<file path="src/verilog/ifu_pkg.sv">
/*
  Shared types and defaults for the instruction-fetch front end.
  Holds the fetch packet, the exception code, the fetch FSM states
  and the default top-level parameter values. Import where needed.
*/

package ifu_pkg;

  // ------------------------------
  // Default parameter values
  // ------------------------------

  // Instruction buffer depth, power of two and at least 2
  localparam int unsigned IBUF_DEPTH_DEF = 4;

  // Start PC after reset
  localparam logic [31:0] RESET_PC_DEF = 32'h0000_0000;

  // ------------------------------
  // Enumerations
  // ------------------------------

  // Exception code carried with each instruction
  typedef enum logic [1:0] {
    EXPT_NONE    = 2'd0,
    EXPT_ACC_ERR = 2'd1
  } fetch_expt_e;

  // Fetch master FSM
  // FETCH_DROP waits out a bus cycle made stale by a redirect
  typedef enum logic [1:0] {
    FETCH_IDLE = 2'd0,
    FETCH_BUS  = 2'd1,
    FETCH_DROP = 2'd2
  } fetch_state_e;

  // ------------------------------
  // Fetch packet, 66 bits
  // ------------------------------
  typedef struct packed {
    logic [31:0] pc;
    logic [31:0] inst;
    fetch_expt_e expt;
  } fetch_pkt_t;

endpackage
</file>
<file path="src/verilog/ifu_fetch.sv">
/*
  Fetch unit of the front end. Holds the fetch PC and runs one
  Wishbone classic read at a time to instruction memory. Each bus
  response becomes a fetch packet in the same cycle; a reissue from
  the package stage repeats the address instead of advancing.
*/

`timescale 1ns/1ps

module ifu_fetch #(
  parameter logic [31:0] RESET_PC = ifu_pkg::RESET_PC_DEF
) (
  input  logic                forever_cpuclk,
  input  logic                rst,
  input  logic                redirect_vld,
  input  logic [31:0]         redirect_pc,
  input  logic                ipack_reissue,
  input  logic                wb_ack,
  input  logic                wb_err,
  input  logic [31:0]         wb_dat_i,
  output logic                wb_cyc,
  output logic                wb_stb,
  output logic [31:0]         wb_adr,
  output ifu_pkg::fetch_pkt_t fetch_pkt,
  output logic                fetch_pkt_vld
);

  import ifu_pkg::*;

  fetch_state_e state;
  // Current fetch address, doubles as the bus address
  logic [31:0]  pc;
  // Redirect target parked while a stale cycle drains
  logic [31:0]  redir_pc;
  logic         bus_done;

  // ------------------------------
  // Bus side
  // ------------------------------

  // Either response ends the cycle
  assign bus_done = wb_ack || wb_err;

  // Cycle open in BUS and in DROP alike
  assign wb_cyc = (state == FETCH_BUS) || (state == FETCH_DROP);
  assign wb_stb = wb_cyc;
  assign wb_adr = pc;

  // ------------------------------
  // Packet to the package stage
  // ------------------------------

  // Responses in DROP are stale and never become packets
  assign fetch_pkt_vld = (state == FETCH_BUS) && bus_done;

  assign fetch_pkt.pc   = pc;
  // Error wins over ack, no data on an error
  assign fetch_pkt.inst = wb_err ? 32'h0 : wb_dat_i;
  assign fetch_pkt.expt = wb_err ? EXPT_ACC_ERR : EXPT_NONE;

  // ------------------------------
  // FSM and PC
  // ------------------------------
  always_ff @(posedge forever_cpuclk) begin
    if (rst) begin
      state <= FETCH_IDLE;
      pc    <= RESET_PC;
    end else begin
      case (state)
        FETCH_IDLE: begin
          // First cycle starts on the next clock
          state <= FETCH_BUS;
          if (redirect_vld) begin
            pc <= redirect_pc;
          end
        end
        FETCH_BUS: begin
          if (redirect_vld && !bus_done) begin
            // Keep adr stable, drain the open cycle first
            state <= FETCH_DROP;
          end else if (redirect_vld) begin
            pc <= redirect_pc;
          end else if (bus_done && !ipack_reissue) begin
            pc <= pc + 32'd4;
          end
        end
        FETCH_DROP: begin
          if (bus_done) begin
            state <= FETCH_BUS;
            // A newer redirect in the same cycle takes over
            pc    <= redirect_vld ? redirect_pc : redir_pc;
          end
        end
        default: begin
          state <= FETCH_IDLE;
        end
      endcase
    end
  end

  // Target capture, only read in DROP
  always_ff @(posedge forever_cpuclk) begin
    if (redirect_vld) begin
      redir_pc <= redirect_pc;
    end
  end

  // Wishbone classic: request held until the slave answers
  a_adr_stable: assert property (@(posedge forever_cpuclk) disable iff (rst)
    wb_stb && !bus_done |=> wb_stb && $stable(wb_adr));

endmodule

</file>
<file path="src/verilog/ifu_frontend_top.sv">
/*
  Top level of the instruction-fetch front end.
  Wishbone classic master toward instruction memory, valid/ready
  packet port toward decode, redirect input that flushes all stages.
*/

`timescale 1ns/1ps

module ifu_frontend_top #(
  parameter int unsigned IBUF_DEPTH = ifu_pkg::IBUF_DEPTH_DEF,
  parameter logic [31:0] RESET_PC   = ifu_pkg::RESET_PC_DEF
) (
  input  logic                forever_cpuclk,
  input  logic                rst,
  input  logic                redirect_vld,
  input  logic [31:0]         redirect_pc,
  input  logic                wb_ack,
  input  logic                wb_err,
  input  logic [31:0]         wb_dat_i,
  input  logic                dec_rdy,
  output logic                wb_cyc,
  output logic                wb_stb,
  output logic [31:0]         wb_adr,
  output ifu_pkg::fetch_pkt_t dec_pkt,
  output logic                dec_vld
);

  import ifu_pkg::*;

  // Fetch to package stage
  fetch_pkt_t fetch_pkt;
  logic       fetch_pkt_vld;
  logic       ipack_reissue;

  // Package stage to buffer
  fetch_pkt_t ipack_pkt;
  logic       ipack_vld;
  logic       ibuf_stall;

  // ------------------------------
  // Producer
  // ------------------------------
  ifu_fetch #(
    .RESET_PC (RESET_PC)
  ) u_fetch (
    .forever_cpuclk (forever_cpuclk),
    .rst            (rst),
    .redirect_vld   (redirect_vld),
    .redirect_pc    (redirect_pc),
    .ipack_reissue  (ipack_reissue),
    .wb_ack         (wb_ack),
    .wb_err         (wb_err),
    .wb_dat_i       (wb_dat_i),
    .wb_cyc         (wb_cyc),
    .wb_stb         (wb_stb),
    .wb_adr         (wb_adr),
    .fetch_pkt      (fetch_pkt),
    .fetch_pkt_vld  (fetch_pkt_vld)
  );

  // ------------------------------
  // Package stage
  // ------------------------------
  ifu_ipack u_ipack (
    .forever_cpuclk (forever_cpuclk),
    .rst            (rst),
    .redirect_vld   (redirect_vld),
    .fetch_pkt      (fetch_pkt),
    .fetch_pkt_vld  (fetch_pkt_vld),
    .ibuf_stall     (ibuf_stall),
    .ipack_reissue  (ipack_reissue),
    .ipack_pkt      (ipack_pkt),
    .ipack_vld      (ipack_vld)
  );

  // ------------------------------
  // Consumer
  // ------------------------------
  ifu_ibuf #(
    .IBUF_DEPTH (IBUF_DEPTH)
  ) u_ibuf (
    .forever_cpuclk (forever_cpuclk),
    .rst            (rst),
    .redirect_vld   (redirect_vld),
    .ipack_pkt      (ipack_pkt),
    .ipack_vld      (ipack_vld),
    .dec_rdy        (dec_rdy),
    .ibuf_stall     (ibuf_stall),
    .dec_pkt        (dec_pkt),
    .dec_vld        (dec_vld)
  );

endmodule

</file>
<file path="src/verilog/ifu_ibuf.sv">
/*
  Instruction buffer FIFO in front of decode. Accepts packets from
  the package stage, delivers them on a valid/ready port, and stalls
  the package stage while full. Redirect clears it at the next edge.
*/

`timescale 1ns/1ps

module ifu_ibuf #(
  parameter int unsigned IBUF_DEPTH = ifu_pkg::IBUF_DEPTH_DEF
) (
  input  logic                forever_cpuclk,
  input  logic                rst,
  input  logic                redirect_vld,
  input  ifu_pkg::fetch_pkt_t ipack_pkt,
  input  logic                ipack_vld,
  input  logic                dec_rdy,
  output logic                ibuf_stall,
  output ifu_pkg::fetch_pkt_t dec_pkt,
  output logic                dec_vld
);

  import ifu_pkg::*;

  localparam int unsigned PTR_W = $clog2(IBUF_DEPTH);
  localparam logic [PTR_W:0] FULL_CNT = (PTR_W + 1)'(IBUF_DEPTH);

  fetch_pkt_t       mem [IBUF_DEPTH];
  logic [PTR_W-1:0] wr_ptr;
  logic [PTR_W-1:0] rd_ptr;
  // One extra bit so full and empty differ
  logic [PTR_W:0]   cnt;
  logic             full;
  logic             empty;
  logic             push;
  logic             pop;

  // ------------------------------
  // Status and handshakes
  // ------------------------------
  assign full  = (cnt == FULL_CNT);
  assign empty = (cnt == '0);

  // Full means stall even if decode pops this cycle
  assign ibuf_stall = full;
  assign push       = ipack_vld && !full;

  // Nothing leaves in the redirect cycle
  assign dec_vld = !empty && !redirect_vld;
  assign pop     = dec_vld && dec_rdy;
  assign dec_pkt = mem[rd_ptr];

  // ------------------------------
  // Pointers and count
  // ------------------------------
  always_ff @(posedge forever_cpuclk) begin
    if (rst || redirect_vld) begin
      wr_ptr <= '0;
      rd_ptr <= '0;
      cnt    <= '0;
    end else begin
      // Pointers wrap on their own since the depth is a power of two
      if (push) begin
        wr_ptr <= wr_ptr + 1'b1;
      end
      if (pop) begin
        rd_ptr <= rd_ptr + 1'b1;
      end
      case ({push, pop})
        2'b10:   cnt <= cnt + 1'b1;
        2'b01:   cnt <= cnt - 1'b1;
        default: cnt <= cnt;
      endcase
    end
  end

  // Storage
  always_ff @(posedge forever_cpuclk) begin
    if (push) begin
      mem[wr_ptr] <= ipack_pkt;
    end
  end

  // No push when full and no pop when empty keep the count within the depth
  a_cnt_in_range: assert property (@(posedge forever_cpuclk) disable iff (rst)
    cnt <= FULL_CNT);

  // Pointer distance and count track each other
  a_ptr_cnt_match: assert property (@(posedge forever_cpuclk) disable iff (rst)
    (wr_ptr - rd_ptr) == cnt[PTR_W-1:0]);

endmodule

</file>
<file path="src/verilog/ifu_ipack.sv">
/*
  One-entry instruction package stage between fetch and the
  instruction buffer. Takes a fetch packet, holds it while the buffer
  stalls, and asks fetch to reissue a packet it cannot take.
  Redirect empties the entry at the next edge.
*/

`timescale 1ns/1ps

module ifu_ipack (
  input  logic                forever_cpuclk,
  input  logic                rst,
  input  logic                redirect_vld,
  input  ifu_pkg::fetch_pkt_t fetch_pkt,
  input  logic                fetch_pkt_vld,
  input  logic                ibuf_stall,
  output logic                ipack_reissue,
  output ifu_pkg::fetch_pkt_t ipack_pkt,
  output logic                ipack_vld
);

  import ifu_pkg::*;

  fetch_pkt_t entry_pkt;
  logic       entry_vld;
  logic       pkt_in_vld;
  logic       entry_create;
  logic       entry_retire;

  // ------------------------------
  // Create and retire
  // ------------------------------

  // Packets arriving during a redirect are dropped
  assign pkt_in_vld = fetch_pkt_vld && !redirect_vld;

  // Refuse only when full and the buffer will not drain us
  assign entry_create = pkt_in_vld && !(entry_vld && ibuf_stall);

  // Buffer takes the entry whenever it is not stalling
  assign entry_retire = !ibuf_stall;

  // Valid bit, flush wins over create
  always_ff @(posedge forever_cpuclk) begin
    if (rst || redirect_vld) begin
      entry_vld <= 1'b0;
    end else if (entry_create) begin
      entry_vld <= 1'b1;
    end else if (entry_retire) begin
      entry_vld <= 1'b0;
    end
  end

  // Payload
  always_ff @(posedge forever_cpuclk) begin
    if (entry_create) begin
      entry_pkt <= fetch_pkt;
    end
  end

  // ------------------------------
  // Outputs
  // ------------------------------
  assign ipack_vld      = entry_vld;
  assign ipack_pkt.pc   = entry_pkt.pc;
  // Empty entry shows no instruction and no exception
  assign ipack_pkt.inst = entry_vld ? entry_pkt.inst : 32'h0;
  assign ipack_pkt.expt = entry_vld ? entry_pkt.expt : EXPT_NONE;

  // Refused packet, fetch repeats the same address
  assign ipack_reissue = pkt_in_vld && entry_vld && ibuf_stall;

  // A stalled full entry keeps its word until the buffer drains
  a_hold_on_stall: assert property (@(posedge forever_cpuclk) disable iff (rst)
    entry_vld && ibuf_stall && !redirect_vld |=> entry_vld && $stable(entry_pkt));

endmodule

</file>
<file path="config.mk">
export PLATFORM = sky130hd
export DESIGN_NAME = ifu_frontend_top
export DESIGN_NICKNAME = d
export VERILOG_FILES = /design/src/verilog/ifu_pkg.sv /design/src/verilog/ifu_fetch.sv /design/src/verilog/ifu_frontend_top.sv /design/src/verilog/ifu_ibuf.sv /design/src/verilog/ifu_ipack.sv
export SDC_FILE = /design/constraint.sdc
export NUM_CORES = 1
export LEC_CHECK = 0
export BUFFER_PORTS_ARGS = -buffer_cell sky130_fd_sc_hd__buf_2
export CORE_UTILIZATION = 53
export CTS_CLUSTER_SIZE = 40
export DETAILED_ROUTE_END_ITERATION = 8
export PLACE_DENSITY = 0.81
export SLEW_MARGIN = 20
export SYNTH_ARGS = -nofsm -noshare
export SYNTH_HDL_FRONTEND = slang
export SYNTH_SLANG_ARGS = --single-unit
</file>
<file path="constraint.sdc">
create_clock -name forever_cpuclk -period 6 [get_ports forever_cpuclk]
set_clock_uncertainty 0.2 [all_clocks]
set_input_delay 0.3 -clock forever_cpuclk [delete_from_list [all_inputs] [get_ports forever_cpuclk]]
set_output_delay 0.3 -clock forever_cpuclk [all_outputs]
set_load 0.1 [all_outputs]
</file>
Yosys cells after proc, flatten, opt, wreduce, memory -nomap -nowiden --
Memories as Yosys holds them, arrays and structs flattened. A register that Yosys moved wholly into a read port is not among the register bits. Cells that the tools add are included.
Word-level totals: output and inout bits 101, logic and storage cells 73, RAM bits 264, memories 1, register bits after elaboration 140, bits of input ports 70
Operators by class: add/subtract/negate cells 5, equality and inequality tests 11, reductions and logical operators 26, mux-type cells 20
Memory list:
- u_ibuf.mem | words 4, width 66, read ports 1, clocked after Yosys merged registers in 1, write ports 1, RTL line ifu_ibuf.sv:28 | fetch_pkt_t mem [IBUF_DEPTH];
Operator list (number):
- 32-bit 2-to-1 mux | 7
- 32-bit case mux with 3 select lines | 1
- 32-bit by 3-bit adder with 32-bit output, second input constant | 1
- 1-bit logical AND | 11
- 2-bit 2-to-1 mux | 5
- 2-bit != test, second input constant | 4
- 1-bit zero test | 6
- 2-bit case mux with 3 select lines | 1
- 3-bit case mux with 2 select lines | 1
- 1-bit 2-to-1 mux | 5
- 5-bit AND reduction | 1
- 2-bit by 1-bit adder with 2-bit output, second input constant | 2
- 2-bit by 1-bit equality test with 1-bit output, second input constant | 2
- 2-bit equality test, second input constant | 2
- 3-bit by 1-bit adder with 3-bit output, second input constant | 1
- 3-bit equality test, second input constant | 1
- 3-bit zero test | 1
- 1-bit logical OR | 3
- 3-bit != test, second input constant | 1
- 3-bit nonzero test | 1
- 3-bit by 1-bit subtractor with 3-bit output, second input constant | 1
- 2-bit zero test | 1
- 2-bit by 1-bit != test with 1-bit output, second input constant | 1
- 2-bit AND reduction | 1
- 2-bit nonzero test | 1

Longest topological paths before layout --
depth after elaboration 11, depth in mapped cells 10, gate-level depth less buffers 9

Cells and area by module --
A second synthesis with hierarchy kept.
Unflattened totals: cell total of the unflattened synthesis 1042, area, all modules 16764.8 um2
By module, submodules not included:
- ifu_ibuf | area each 10028.4 um2, cells each 401, instances 1
- ifu_fetch | area each 4235.3 um2, cells each 499, instances 1
- ifu_ipack | area each 2501.1 um2, cells each 142, instances 1

Worst setup path before layout --
OpenSTA, ideal clock, no wires.
kind reg2reg, start point reg u_fetch.state[1], end point reg u_ipack.entry_pkt[0] in the netlist's numbering (enable), cell stages (with the launch flop) 6, required time 5.232 ns, setup time 0.568 ns, data arrival time 5.410 ns, setup slack -0.178 ns, path through dfxtp_1 -> inv_1 -> ha_1 -> nand2b_2 -> clkbuf_1 -> nor3_1
Between the ends: cells in the longest elaborated chain, start to end 4
RTL lines:
- start, declared | RTL line ifu_fetch.sv:30 | fetch_state_e state;
- start signal, assigned | RTL line ifu_fetch.sv:66 | state <= FETCH_IDLE;
- start signal, assigned | RTL line ifu_fetch.sv:72 | state <= FETCH_BUS;
- start signal, assigned | RTL line ifu_fetch.sv:80 | state <= FETCH_DROP;
- 2-bit by 1-bit equality test with 1-bit output | RTL line ifu_fetch.sv:54 | assign fetch_pkt_vld = (state == FETCH_BUS) && bus_done;
- 1-bit logical AND | RTL line ifu_fetch.sv:54
- 1-bit logical AND | RTL line ifu_ipack.sv:35 | assign pkt_in_vld = fetch_pkt_vld && !redirect_vld;
- 1-bit logical AND | RTL line ifu_ipack.sv:38 | assign entry_create = pkt_in_vld && !(entry_vld && ibuf_stall);
- via u_ipack.entry_create | RTL line ifu_ipack.sv:27 | logic entry_create;
- end signal, assigned | RTL line ifu_ipack.sv:57 | entry_pkt <= fetch_pkt;
- end, declared | RTL line ifu_ipack.sv:24 | fetch_pkt_t entry_pkt;
The timed path passes the listed nets, and every way through them passes these cells. A chain may end at the register's enable or synchronous reset.

==> flow_summary.yaml <==
synthesis:
  synthesis.yosys.warnings: 0
  synthAdderAreaFrac: 0.009044
  ys_seq_area_frac: 0.7029
  synth_xor_area_frac: 0.007095
  async_reset_ff_frac: 0
  synth_mux_area_frac: 0.1155
  ys.flop_type: "edfxtp_1"
  syn_inst: 980
  synth_nets: 1061
  synth_edf_count: 325
  synthSimpleGateAreaFrac: 0.08740
  ys_seq_elements: 401
  synth_area_mm2: 0.01605
  syn_avg_cell_area_um2: 16.38
  synth_top_family_by_area: "multiplexers"
  synth_compound_area_frac: 0.05957
  synth_cell_type_count: 68
cells_and_area:
  nFillCells: 2035
  final_nets: 1291
  diodes: 0
  drive_gt1_frac: 0.2892
  final_area_mm2: 0.01920
  multi_input_area_mm2: 0.004496
  areaGrowthSynthToFinish_pct: 19.66
  register_area_mm2: 0.01129
critical_path:
  path_max_fanout: 47
  crit_required_ps: 5500
  critPathKind: "flop to output pin"
  start_kind: "flop"
  arrival_ps: 2950
  setup.worst_path.end_class: "output pin"
timing:
  hold_violations: 0
  rsz0062_at_grt: "false"
  fin_crit_sh: 0.5746
  max_slew_margin: 0.3027
  holdWs_ps: 58.45
  slew_viol_final: 0
  fmax_mhz: 290.1
  fin_ws_ps: 2552
  tns_ps: 0
  tightest_slew_ps: 1046
  finalCriticalPeriod_ps: 3448
  setup_violations: 0
floorplanning:
  initial_core_util: 0.5400
  dieArea_mm2: 0.03098
  fp.dieW_um: 176.0
  io-pin-count: 171
  row_count: 63
  die-height_um: 176.0
  design.core.area_mm2: 0.02972
detailed_routing:
  ant_nets: 0
  viasPerCell: 5.809
  dr.first_iter.drc_count: 889
  wire_per_inst_um: 21.20
  wl_um: 34520
  remaining_drc_errors: 0
  num_vias: 9457
  drt_pass1_iterations: 6
placement:
  dp_hpwl_um: 20010
  portBuffers: 169
  pre_cts_ws_ps: 2814
  gp_congestion: 0.8646
  postPlaceCellArea_mm2: 0.01723
power:
  clockPowerShare: 0.384
  power_density_mw_per_mm2: 339.9
  switching_power_mw: 1.720
  pwr-share-seq: 0.495
  p_int_mw: 4.807
  p_leak_nw: 6.342
  pwr-share-comb: 0.121
  power_mw: 6.527
  ir_drop_uv: 225.0
  sw_frac_of_total: 0.2635
worst_hold_path:
  worst_hold_path_type: "input pin to flop"
clocking:
  cts-buffers-inserted: 41
  clockBufferDepth: 3
  clkLatencyLatePin_ps: 520
  root_buffer: "clkbuf_16"
  clk_pin_slew_worst_paths_ps: 60
  clock-sinks: 401
  ctsResizeCount: 0
  h-tree-depth: 2
  cts_tree: "yes"
global_route:
  grtUsageMet2: 0.3752
  grtUsageMet3: 0.04220
  use_met1: 0.3077
  grt_pass1_wl_um: 53300
  grt_overflow: 0
  grt_use_total: 0.2257
  grt_max_degree: 66
  grt_pass1_vias: 9489
  busiest_layer: "met2"
  antenna_found_initial: 0
run_status:
  outcome: "finished clean"
flow_run:
  cap_violations: 0
## layout make-up
class                      instances  share of cell area
clock buffer                      47             0.05571
clock inverter                    24             0.01362
inverter                          16            0.003128
multi-input combinational        510              0.2341
sequential                       401              0.5879
tap                              390             0.02541
timing repair buffer             240             0.08015
## registers in the layout (all words and copies together) (netlist names), named ones only
| register | flops |
|---|---|
| u_fetch.redir_pc | 32 |
| u_ipack.ipack_vld | 1 |
| u_ipack.entry_pkt | 33 |
| u_ibuf.mem | 260 |
| u_fetch.wb_adr | 32 |
| u_ipack.ipack_pkt | 32 |
| u_ibuf.cnt | 3 |
| u_fetch.state | 2 |
| u_ibuf.rd_ptr | 2 |
| u_ibuf.wr_ptr | 2 |
## cell usage after synthesis (12+ instances only)
| cell | instances | share of area |
|---|---|---|
| nand3_1 | 16 | 0.0050 |
| mux2_2 | 31 | 0.022 |
| mux4_2 | 65 | 0.091 |
| and2_1 | 39 | 0.015 |
| nor2_1 | 53 | 0.012 |
| nor2b_1 | 39 | 0.015 |
| inv_1 | 14 | 0.0033 |
| a22oi_1 | 12 | 0.0056 |
| clkbuf_1 | 32 | 0.0075 |
| a21oi_1 | 22 | 0.0069 |
| nand2_1 | 41 | 0.0096 |
| nor3_1 | 14 | 0.0044 |
| edfxtp_1 | 325 | 0.61 |
| o21ai_0 | 25 | 0.0078 |
| dfxtp_1 | 76 | 0.095 |
| buf_2 | 15 | 0.0047 |
| nand4_1 | 17 | 0.0066 |
## kinds of logic (layout without fill, tap and decap cells)
kind of cell               Yosys count  count (layout)
xor gates and xnor gates            13              13
muxes                              100             100
and+or+nand+nor                    256             256
adders and majority gates           11              11
AOI/OAI and AO/OA                  129             129
buffers and inverters               69             327
DFF                                401             401
other                                1               1
## stage by stage
stage | cells | util
2_1_floorplan | 980 | -
5_1_grt | 1628 | 0.6462
4_1_cts | 1628 | 0.6462
6_report | 1628 | 0.6462
3_3_place_gp | 1493 | 0.5798
3_5_place_dp | 1493 | 0.5798
## layout by cell type (no fill, tap or decap), types with 6 or more instances in the layout
cell type and n:
o21ai_1 6, a21oi_1 22, o41ai_2 6, edfxtp_1 325
and2_1 35, nand4_1 17, o21ai_0 25, a22oi_1 12
and3_1 8, nand3_1 16, nor3_1 13, buf_2 169
buf_4 7, inv_1 14, mux2_2 31, nand2_1 41
xor2_1 8, a22o_1 8, clkbuf_16 42, nor2b_1 39
mux4_2 65, clkinv_1 7, a221oi_1 7, dlygate4sd3_1 64
dfxtp_1 74, ha_1 10, o211ai_1 7, nor2_1 53
clkinv_2 6
## worst max-delay path: stages (launching register included)
cell	delay (ps)
dfxtp_4	1010
buf_4	510
mux4_2	580
buf_2	310
## power by group through the flow
stage	clock, mW	sequential, mW	combinational (mW)
finish	2.50	3.23	0.793
floorplan	0	3.49	0.365
global route	2.66	3.24	0.834
detailed placement	0	3.29	0.753
global placement	0	3.28	0.744
CTS	2.54	3.23	0.787
## layer usage
layer,part of all wire,vias up
li1,-,4306
met1,0.42,4677
met2,0.49,420
met3,0.079,54
met4,0.015,0
met5,0,-
## path summary, 6_finish.rpt
path	startpoint	to	slack, ps	cells past startpoint
worst max register to register	u_fetch.state[1]$_SDFFE_PP0P_	u_fetch.wb_adr[25]$_SDFFE_PP0P_	2650	8
worst max-delay path	flop	dec_pkt[56]	2550	3
worst min-delay path	redirect_vld	u_fetch.redir_pc[3]$_DFF_P_	60	3
worst min register to register	u_fetch.redir_pc[3]$_DFF_P_	u_fetch.redir_pc[3]$_DFF_P_	280	2
## repair_timing
item | 4_1_cts | 5_1_grt
endpoints found under the hold margin | 83 | 0
hold buffers | 64 | 0
buffers inserted | 0 | 0
No activity file was read; power rests on OpenSTA's default activity.
